[src/ipv4_rw_pkg.sv]
// Header word is network order, byte 0 in bits [159:152]. IHL is taken as 5.
// Register offsets are byte addresses on an 8-bit APB address.
package ipv4_rw_pkg;

    ////////////////////////////////////////////////////////////
    // Header layout.
    ////////////////////////////////////////////////////////////
    localparam int HDR_BITS   = 160;
    localparam int FIELD_W    = 16;            // Checksum arithmetic width.
    localparam int ADDR_W     = 32;

    localparam int TTL_LSB    = 80;            // TTL in the upper byte, protocol below.
    localparam int CSUM_LSB   = 64;
    localparam int SRC_HI_LSB = 48;
    localparam int SRC_LO_LSB = 32;

    localparam int CSUM_LATENCY = 2;           // Engine cycles, request to result.

    ////////////////////////////////////////////////////////////
    // Register map.
    ////////////////////////////////////////////////////////////
    localparam int APB_ADDR_W = 8;
    localparam int APB_DATA_W = 32;

    localparam logic [APB_ADDR_W-1:0] REG_CTRL     = 8'h00;
    localparam logic [APB_ADDR_W-1:0] REG_NAT_ADDR = 8'h04;
    localparam logic [APB_ADDR_W-1:0] REG_PKT_CNT  = 8'h08;
    localparam logic [APB_ADDR_W-1:0] REG_DROP_CNT = 8'h0C;

    localparam int CTRL_TTL_DEC_BIT = 0;
    localparam int CTRL_NAT_EN_BIT  = 1;

    ////////////////////////////////////////////////////////////
    // Sequencer types.
    ////////////////////////////////////////////////////////////
    typedef enum logic [2:0] {
        IDLE,
        TTL_UPD,
        SRC_HI_UPD,
        SRC_LO_UPD,
        WAIT_RES,
        OUT
    } rw_state_e;

    // Field whose checksum update is in flight.
    typedef enum logic [1:0] {
        TTL,
        SRC_HI,
        SRC_LO
    } rw_field_e;

endpackage

[src/csum_if.sv]
// One incremental checksum request and its result. No back-pressure,
// the engine takes a request on every cycle that req_valid is high.
`timescale 1ns/1ps

interface csum_if;

    logic        req_valid;
    logic [15:0] old_csum;      // Checksum before this field change.
    logic [15:0] old_field;
    logic [15:0] new_field;

    logic        res_valid;
    logic [15:0] new_csum;

    // Sequencer side.
    modport seq (
        output req_valid, old_csum, old_field, new_field,
        input  res_valid, new_csum
    );

    // Checksum engine side.
    modport eng (
        input  req_valid, old_csum, old_field, new_field,
        output res_valid, new_csum
    );

endinterface

[src/ipv4_checksum_update.sv]
// RFC 1624 incremental update, HC' = ~(~HC + ~m + m'). Fixed two-cycle latency,
// one request accepted per cycle.
`timescale 1ns/1ps

module ipv4_checksum_update (
    input  logic clk,
    input  logic reset_i,
    csum_if.eng  upd
);

    // One's-complement add with end-around carry. The second add cannot carry.
    function automatic logic [15:0] add1c(input logic [15:0] a, input logic [15:0] b);
        logic [16:0] t;
        t = {1'b0, a} + {1'b0, b};
        return t[15:0] + {15'd0, t[16]};
    endfunction

    logic        s1_valid_q;
    logic [15:0] s1_sum_q;        // ~HC + ~m.
    logic [15:0] s1_new_field_q;  // m' waits one stage.

    logic        s2_valid_q;
    logic [15:0] s2_csum_q;

    ////////////////////////////////////////////////////////////
    // Valid pipeline.
    ////////////////////////////////////////////////////////////
    always_ff @(posedge clk) begin
        if (reset_i) begin
            s1_valid_q <= 1'b0;
            s2_valid_q <= 1'b0;
        end else begin
            s1_valid_q <= upd.req_valid;
            s2_valid_q <= s1_valid_q;
        end
    end

    ////////////////////////////////////////////////////////////
    // Data pipeline.
    ////////////////////////////////////////////////////////////
    always_ff @(posedge clk) begin
        if (upd.req_valid) begin
            s1_sum_q       <= add1c(~upd.old_csum, ~upd.old_field);
            s1_new_field_q <= upd.new_field;
        end
        if (s1_valid_q) begin
            s2_csum_q <= ~add1c(s1_sum_q, s1_new_field_q);
        end
    end

    assign upd.res_valid = s2_valid_q;
    assign upd.new_csum  = s2_csum_q;

endmodule

[src/rewrite_cfg_apb.sv]
// APB slave, zero wait states. Unmapped offsets give PSLVERR and are not stored.
// Any write to a counter clears it.
`timescale 1ns/1ps

module rewrite_cfg_apb
    import ipv4_rw_pkg::*;
(
    input  logic                  clk,
    input  logic                  reset_i,

    input  logic                  psel_i,
    input  logic                  penable_i,
    input  logic                  pwrite_i,
    input  logic [APB_ADDR_W-1:0] paddr_i,
    input  logic [APB_DATA_W-1:0] pwdata_i,
    output logic [APB_DATA_W-1:0] prdata_o,
    output logic                  pready_o,
    output logic                  pslverr_o,

    output logic                  ttl_dec_en_o,
    output logic                  nat_en_o,
    output logic [ADDR_W-1:0]     nat_addr_o,

    input  logic                  fwd_pulse_i,
    input  logic                  drop_pulse_i
);

    logic                  ttl_dec_en_q;
    logic                  nat_en_q;
    logic [ADDR_W-1:0]     nat_addr_q;
    logic [APB_DATA_W-1:0] pkt_cnt_q;
    logic [APB_DATA_W-1:0] drop_cnt_q;

    logic                  access;
    logic                  wr_en;
    logic                  hit_ctrl;
    logic                  hit_nat;
    logic                  hit_pkt;
    logic                  hit_drop;
    logic                  mapped;

    assign access   = psel_i && penable_i;
    assign wr_en    = access && pwrite_i;

    assign hit_ctrl = (paddr_i == REG_CTRL);
    assign hit_nat  = (paddr_i == REG_NAT_ADDR);
    assign hit_pkt  = (paddr_i == REG_PKT_CNT);
    assign hit_drop = (paddr_i == REG_DROP_CNT);
    assign mapped   = hit_ctrl || hit_nat || hit_pkt || hit_drop;

    assign pready_o  = 1'b1;
    assign pslverr_o = access && !mapped;

    ////////////////////////////////////////////////////////////
    // Registers and counters.
    ////////////////////////////////////////////////////////////
    always_ff @(posedge clk) begin
        if (reset_i) begin
            ttl_dec_en_q <= 1'b0;
            nat_en_q     <= 1'b0;
            nat_addr_q   <= '0;
            pkt_cnt_q    <= '0;
            drop_cnt_q   <= '0;
        end else begin
            if (wr_en && hit_ctrl) begin
                ttl_dec_en_q <= pwdata_i[CTRL_TTL_DEC_BIT];
                nat_en_q     <= pwdata_i[CTRL_NAT_EN_BIT];
            end
            if (wr_en && hit_nat) nat_addr_q <= pwdata_i;

            if (wr_en && hit_pkt)  pkt_cnt_q <= '0;       // Clear wins over a count.
            else if (fwd_pulse_i)  pkt_cnt_q <= pkt_cnt_q + 1'b1;

            if (wr_en && hit_drop) drop_cnt_q <= '0;
            else if (drop_pulse_i) drop_cnt_q <= drop_cnt_q + 1'b1;
        end
    end

    // Read mux.
    always_comb begin
        prdata_o = '0;
        if (hit_ctrl) begin
            prdata_o[CTRL_TTL_DEC_BIT] = ttl_dec_en_q;
            prdata_o[CTRL_NAT_EN_BIT]  = nat_en_q;
        end
        if (hit_nat)  prdata_o = nat_addr_q;
        if (hit_pkt)  prdata_o = pkt_cnt_q;
        if (hit_drop) prdata_o = drop_cnt_q;
    end

    assign ttl_dec_en_o = ttl_dec_en_q;
    assign nat_en_o     = nat_en_q;
    assign nat_addr_o   = nat_addr_q;

endmodule

[src/ipv4_hdr_rewrite.sv]
// One header at a time. Config is sampled when the header is accepted;
// updates are chained because each needs the previous checksum.
`timescale 1ns/1ps

module ipv4_hdr_rewrite
    import ipv4_rw_pkg::*;
(
    input  logic                clk,
    input  logic                reset_i,

    input  logic                hdr_valid_i,
    input  logic [HDR_BITS-1:0] hdr_i,
    output logic                hdr_ready_o,

    output logic                out_valid_o,
    output logic [HDR_BITS-1:0] out_hdr_o,
    output logic                out_drop_o,
    input  logic                out_ready_i,

    input  logic                ttl_dec_en_i,
    input  logic                nat_en_i,
    input  logic [ADDR_W-1:0]   nat_addr_i,

    output logic                fwd_pulse_o,
    output logic                drop_pulse_o,

    csum_if.seq                 csum
);

    rw_state_e           state_q;
    rw_field_e           cur_field_q;   // Field whose result is awaited.
    logic                nat_en_q;

    logic [HDR_BITS-1:0] work_hdr_q;
    logic [ADDR_W-1:0]   nat_addr_q;
    logic                drop_q;

    logic                accept;
    logic                out_xfer;
    logic                drop_now;
    logic [FIELD_W-1:0]  ttl_word;
    logic [FIELD_W-1:0]  ttl_dec_word;
    logic [FIELD_W-1:0]  src_hi_word;
    logic [FIELD_W-1:0]  src_lo_word;
    logic                src_hi_match;
    logic                src_lo_match;

    assign hdr_ready_o = (state_q == IDLE);
    assign accept      = hdr_valid_i && hdr_ready_o;
    assign out_valid_o = (state_q == OUT);
    assign out_xfer    = out_valid_o && out_ready_i;

    assign out_hdr_o    = work_hdr_q;
    assign out_drop_o   = drop_q;
    assign fwd_pulse_o  = out_xfer && !drop_q;
    assign drop_pulse_o = out_xfer && drop_q;

    // TTL of 0 or 1 cannot be decremented and forwarded.
    assign drop_now = ttl_dec_en_i && (hdr_i[TTL_LSB+8 +: 8] <= 8'd1);

    assign ttl_word     = work_hdr_q[TTL_LSB +: FIELD_W];
    assign ttl_dec_word = {ttl_word[15:8] - 8'd1, ttl_word[7:0]};
    assign src_hi_word  = work_hdr_q[SRC_HI_LSB +: FIELD_W];
    assign src_lo_word  = work_hdr_q[SRC_LO_LSB +: FIELD_W];
    assign src_hi_match = (src_hi_word == nat_addr_q[31:16]);
    assign src_lo_match = (src_lo_word == nat_addr_q[15:0]);

    ////////////////////////////////////////////////////////////
    // Update request, driven straight from the state.
    ////////////////////////////////////////////////////////////
    always_comb begin
        csum.req_valid = 1'b0;
        csum.old_csum  = work_hdr_q[CSUM_LSB +: FIELD_W];
        csum.old_field = ttl_word;
        csum.new_field = ttl_dec_word;
        case (state_q)
            TTL_UPD: begin
                csum.req_valid = 1'b1;
            end
            SRC_HI_UPD: begin
                csum.req_valid = !src_hi_match;     // Unchanged half needs no update.
                csum.old_field = src_hi_word;
                csum.new_field = nat_addr_q[31:16];
            end
            SRC_LO_UPD: begin
                csum.req_valid = !src_lo_match;
                csum.old_field = src_lo_word;
                csum.new_field = nat_addr_q[15:0];
            end
            default: ;
        endcase
    end

    ////////////////////////////////////////////////////////////
    // FSM.
    ////////////////////////////////////////////////////////////
    always_ff @(posedge clk) begin
        if (reset_i) begin
            state_q     <= IDLE;
            cur_field_q <= TTL;
            nat_en_q    <= 1'b0;
        end else begin
            case (state_q)
                IDLE: begin
                    if (accept) begin
                        nat_en_q <= nat_en_i;
                        if (drop_now)          state_q <= OUT;     // Skips the engine.
                        else if (ttl_dec_en_i) state_q <= TTL_UPD;
                        else if (nat_en_i)     state_q <= SRC_HI_UPD;
                        else                   state_q <= OUT;
                    end
                end
                TTL_UPD: begin
                    cur_field_q <= TTL;
                    state_q     <= WAIT_RES;
                end
                SRC_HI_UPD: begin
                    cur_field_q <= SRC_HI;
                    state_q     <= src_hi_match ? SRC_LO_UPD : WAIT_RES;
                end
                SRC_LO_UPD: begin
                    cur_field_q <= SRC_LO;
                    state_q     <= src_lo_match ? OUT : WAIT_RES;
                end
                WAIT_RES: begin
                    if (csum.res_valid) begin
                        case (cur_field_q)
                            TTL:     state_q <= nat_en_q ? SRC_HI_UPD : OUT;
                            SRC_HI:  state_q <= SRC_LO_UPD;
                            default: state_q <= OUT;
                        endcase
                    end
                end
                OUT: begin
                    if (out_ready_i) state_q <= IDLE;   // Held under back-pressure.
                end
                default: state_q <= IDLE;
            endcase
        end
    end

    // Working header. Fields are written with the request, checksum with the result.
    always_ff @(posedge clk) begin
        case (state_q)
            IDLE: begin
                if (accept) begin
                    work_hdr_q <= hdr_i;
                    nat_addr_q <= nat_addr_i;
                    drop_q     <= drop_now;
                end
            end
            TTL_UPD:    work_hdr_q[TTL_LSB +: FIELD_W]    <= ttl_dec_word;
            SRC_HI_UPD: work_hdr_q[SRC_HI_LSB +: FIELD_W] <= nat_addr_q[31:16];
            SRC_LO_UPD: work_hdr_q[SRC_LO_LSB +: FIELD_W] <= nat_addr_q[15:0];
            WAIT_RES: begin
                if (csum.res_valid) work_hdr_q[CSUM_LSB +: FIELD_W] <= csum.new_csum;
            end
            default: ;
        endcase
    end

endmodule

[src/ipv4_rw_top.sv]
// IPv4 header rewrite stage. IHL 5 only, no input checksum check, no L4 fix-up.
`timescale 1ns/1ps

module ipv4_rw_top
    import ipv4_rw_pkg::*;
(
    input  logic                  clk,
    input  logic                  reset_i,

    // APB configuration port.
    input  logic                  psel_i,
    input  logic                  penable_i,
    input  logic                  pwrite_i,
    input  logic [APB_ADDR_W-1:0] paddr_i,
    input  logic [APB_DATA_W-1:0] pwdata_i,
    output logic [APB_DATA_W-1:0] prdata_o,
    output logic                  pready_o,
    output logic                  pslverr_o,

    // Header in.
    input  logic                  hdr_valid_i,
    input  logic [HDR_BITS-1:0]   hdr_i,
    output logic                  hdr_ready_o,

    // Header out.
    output logic                  out_valid_o,
    output logic [HDR_BITS-1:0]   out_hdr_o,
    output logic                  out_drop_o,
    input  logic                  out_ready_i
);

    logic              ttl_dec_en;
    logic              nat_en;
    logic [ADDR_W-1:0] nat_addr;
    logic              fwd_pulse;
    logic              drop_pulse;

    csum_if csum_link ();

    ////////////////////////////////////////////////////////////
    // Blocks.
    ////////////////////////////////////////////////////////////
    rewrite_cfg_apb rewrite_cfg_apb_inst (
        .clk          (clk),
        .reset_i      (reset_i),
        .psel_i       (psel_i),
        .penable_i    (penable_i),
        .pwrite_i     (pwrite_i),
        .paddr_i      (paddr_i),
        .pwdata_i     (pwdata_i),
        .prdata_o     (prdata_o),
        .pready_o     (pready_o),
        .pslverr_o    (pslverr_o),
        .ttl_dec_en_o (ttl_dec_en),
        .nat_en_o     (nat_en),
        .nat_addr_o   (nat_addr),
        .fwd_pulse_i  (fwd_pulse),
        .drop_pulse_i (drop_pulse)
    );

    ipv4_hdr_rewrite ipv4_hdr_rewrite_inst (
        .clk          (clk),
        .reset_i      (reset_i),
        .hdr_valid_i  (hdr_valid_i),
        .hdr_i        (hdr_i),
        .hdr_ready_o  (hdr_ready_o),
        .out_valid_o  (out_valid_o),
        .out_hdr_o    (out_hdr_o),
        .out_drop_o   (out_drop_o),
        .out_ready_i  (out_ready_i),
        .ttl_dec_en_i (ttl_dec_en),
        .nat_en_i     (nat_en),
        .nat_addr_i   (nat_addr),
        .fwd_pulse_o  (fwd_pulse),
        .drop_pulse_o (drop_pulse),
        .csum         (csum_link.seq)
    );

    ipv4_checksum_update ipv4_checksum_update_inst (
        .clk     (clk),
        .reset_i (reset_i),
        .upd     (csum_link.eng)
    );

endmodule

[config.mk]
export PLATFORM = sky130hd
export DESIGN_NAME = ipv4_rw_top
export DESIGN_NICKNAME = d
export VERILOG_FILES = /design/src/ipv4_rw_pkg.sv /design/src/csum_if.sv /design/src/ipv4_checksum_update.sv /design/src/rewrite_cfg_apb.sv /design/src/ipv4_hdr_rewrite.sv /design/src/ipv4_rw_top.sv
export SDC_FILE = /design/constraint.sdc
export NUM_CORES = 1
export LEC_CHECK = 0
export ABC_CLOCK_PERIOD_IN_PS = 9400
export BUFFER_PORTS_ARGS = -buffer_cell sky130_fd_sc_hd__buf_2
export CAP_MARGIN = 20
export CORE_MARGIN = 2
export CORE_UTILIZATION = 48
export CTS_BUF_LIST = sky130_fd_sc_hd__clkbuf_4 sky130_fd_sc_hd__clkbuf_8 sky130_fd_sc_hd__clkbuf_16
export DETAILED_ROUTE_END_ITERATION = 12
export GPL_TIMING_DRIVEN = 0
export HOLD_SLACK_MARGIN = 0.05
export PLACE_DENSITY = 0.85
export SYNTH_ARGS = -nofsm -noshare
export SYNTH_HDL_FRONTEND = slang
export SYNTH_SLANG_ARGS = --single-unit
[constraint.sdc]
create_clock -name clk -period 9.4 [get_ports clk]
set_input_delay 1.88 -clock clk [delete_from_list [all_inputs] [get_ports clk]]
set_output_delay 1.88 -clock clk [all_outputs]
set_load 0.01 [all_outputs]
==> results.toml <==
[detailed_routing]
route.detailed.wl_per_inst_um = 20.7
wirelength_um = 48800
antenna_left = 0
via_per_inst = 5.58
initialDrtViolationCount = 1075
route.detailed.drc = 0
firstDrtPassIters = 5
vias = 13200

[global_routing]
grt-ovfl-total = 0
antenna_found_initial = 2
track_usage = 0.268
grt_start_max_net_pins = 46
grt_pass1_wl_um = 72400
grt_pass1_vias = 12900

[sta]
rsz0062_at_grt = "false"
fmax_ghz = 0.175
min_period_ps = 5720
tns_ps = 0
relSlewSlack = 0.426
fin_crit_sh = 0.608
hold_viol = 0
slew_viol_final = 0
setup_viol_count_final = 0
tightest_slew_ps = 856
finClkSkew_ps = 21.7

[logic_synthesis]
yosys_warnings = 0
ys_types = 65
synth-seq-cells = 347
yosys-top-cells-area = "edfxtp_1 (44%), dfxtp_1 (13%), xor2_1 (3.7%), xnor2_1 (3.6%), ha_1 (3.2%)"
yosys-top-cells-count = "edfxtp_1 (241), nor2_1 (136), nand2_1 (133), dfxtp_1 (106), a21oi_1 (97)"
synth_area_um2 = 16300
synth_edf_count = 241
avgSynthCellArea_um2 = 11.3
syn-num-nets = 1685
synth_cells = 1435
synth-seq-area-share = 0.575
async_flop_share = 0
synthMostInstantiatedCell = "edfxtp_1"
synth_top_area_cell = "edfxtp_1"
ys.flop_type = "edfxtp_1"
synth_top_area_share = 0.445

[finish]
nNetsFinal = 2132
design_area_um2 = 20200
drive_above_1_share = 0.275
area_delta_synth_final_pct = 24.3
fillers = 2717

[clock_network]
cts_resized = 0
cts_hold_buffers = 0
clock_path_buffers = 3
clock_sinks = 347
cts_made_buffers = 39
clk_pin_slew_ps = 60
worstSkewPairLatency_ps = 550
cts_tree = "built"
postCtsSetupRepairBufs = 0
cts_max_level = 2
cts-root-buf = "clkbuf_16"

[critical_path]
worstPathCellList = "buf_2 -> clkbuf_1 -> clkbuf_1 -> mux2_2 -> a22oi_1 -> nor2_1 -> buf_2"
cp_data_required_time_ps = 7520
arrival_ps = 3840
critPathBufInv = 4
cp_slowest_cell = "clkbuf_1"
cp-end-kind = "output port"
critical_path.max_fanout = 10
slowest_delay_ps = 500
worstSetupStartpoint = "paddr_i[2]"
reg2reg_from = "ipv4_hdr_rewrite_inst.state_q[0]"
crit_type = "in2out"
start_kind = "input port"
critPathTopFamily = "buffers and inverters"

[pwr]
p_leak_nw = 8.02
p_per_area_nw_per_um2 = 212
ir_worst_vdd_mv = 0.119

[placed_design]
io_buffers = 400
gp_congestion = 0.964
placed_area_um2 = 18900
hpwlAfterDp_um = 38700

[job]
drv_cap = 0

[die]
core-area_um2 = 33400
num_rows = 67
die-area_um2 = 35400
io_pins = 404
dieHeight_um = 188
start_util = 0.486
die_w_um = 188

[worst_hold_path]
hold_path.startpoint = "ipv4_hdr_rewrite_inst.nat_en_q"
hold_class = "reg2reg"

[outcome]
status = "finished, final reports clean"
==> flip-flops by register name (all words and copies together), names as in the netlist, 2 cells and up <==
name / count
ipv4_hdr_rewrite_inst.out_hdr_o: 160
rewrite_cfg_apb_inst.pkt_cnt_q: 32
ipv4_checksum_update_inst.upd.new_csum: 16
ipv4_hdr_rewrite_inst.nat_addr_q: 32
rewrite_cfg_apb_inst.drop_cnt_q: 32
ipv4_hdr_rewrite_inst.cur_field_q: 2
ipv4_checksum_update_inst.s1_sum_q: 16
ipv4_hdr_rewrite_inst.state_q: 3
rewrite_cfg_apb_inst.nat_addr_o: 32
ipv4_checksum_update_inst.s1_new_field_q: 16
==> through the flow <==
| step | instances | worst slack (ps) | hold slack (ps) | util | total power, mW |
|---|---|---|---|---|---|
| floorplan | 1435 | 2770 | 425 | - | 2.50 |
| global placement | 2283 | 703 | 459 | 0.563 | 2.78 |
| detailed placement | 2289 | 3720 | 465 | 0.567 | 2.82 |
| CTS | 2359 | 3710 | 473 | 0.604 | 4.29 |
| global route | 2361 | 3520 | 505 | 0.604 | 4.45 |
| finish | 2363 | 3680 | 474 | 0.604 | 4.29 |
==> cell families after synthesis <==
group / Yosys count / share of synthesized area
simple gates: 465 / 0.139
flops: 347 / 0.575
compound gates: 279 / 0.114
xor+xnor: 135 / 0.0727
buf+inv: 107 / 0.0252
mux: 58 / 0.0395
fa+ha+maj: 43 / 0.0340
other cells: 1 / 0.000231
==> where the power goes <==
| group | switching [mW] | internal, mW | total, mW | leakage (nW) |
|---|---|---|---|---|
| Sequential | 0.0820 | 1.82 | 1.90 | 3.16 |
| Combinational | 0.541 | 0.358 | 0.899 | 4.25 |
| Clock | 0.617 | 0.868 | 1.48 | 0.615 |
==> cell type report <==
type | instances | area (µm²) | share of cell area
Inverter | 44 | 165 | 0.00817
Timing Repair Buffer | 406 | 2100 | 0.104
Antenna cell | 4 | 10.0 | 0.000495
Multi-Input combinational cell | 981 | 6520 | 0.322
Buffer | 63 | 246 | 0.0122
Clock buffer | 48 | 1070 | 0.0528
Sequential cell | 347 | 9360 | 0.463
Tap cell | 448 | 561 | 0.0277
Clock inverter | 22 | 188 | 0.00928
==> worst paths after layout <==
kind,to,slack (ps),cells after the start
setup / recovery,prdata_o[18],3680,7
hold / removal,ipv4_hdr_rewrite_inst.nat_en_q,470,2
setup reg to reg,ipv4_checksum_update_inst.s1_sum_q[14],3780,20
hold reg to reg,ipv4_hdr_rewrite_inst.nat_en_q,470,2
==> cell usage in the layout, fill, tap and decap left out, types with 16 or more instances in the layout <==
| cell type | instances |
|---|---|
| clkbuf_16 | 40 |
| mux2i_1 | 27 |
| clkbuf_1 | 53 |
| a21o_1 | 16 |
| nor2b_1 | 19 |
| nand4_1 | 22 |
| a21oi_1 | 97 |
| xnor2_1 | 67 |
| nand3_1 | 35 |
| inv_1 | 44 |
| o21ai_0 | 37 |
| buf_2 | 402 |
| edfxtp_1 | 241 |
| dfxtp_1 | 106 |
| xor2_1 | 68 |
| mux2_2 | 29 |
| ha_1 | 41 |
| a22o_1 | 48 |
| nor3_1 | 19 |
| nand2_1 | 133 |
| and3_1 | 32 |
| a22oi_1 | 30 |
| nor2_1 | 136 |
==> tightest hold or removal path, stage by stage, from the launching register on <==
cell     delay (ps)
dfxtp_1         320
nand2_1          60
a21oi_1          50
==> routing by layer <==
layer	global-route usage	vias up	wire, µm
met5	0	-	0
met1	0.356	6344	20400
met4	0.0975	0	1560
met3	0.0464	100	3900
li1	-	6121	-
met2	0.443	611	23000
No activity file was read; power rests on OpenSTA's default activity.
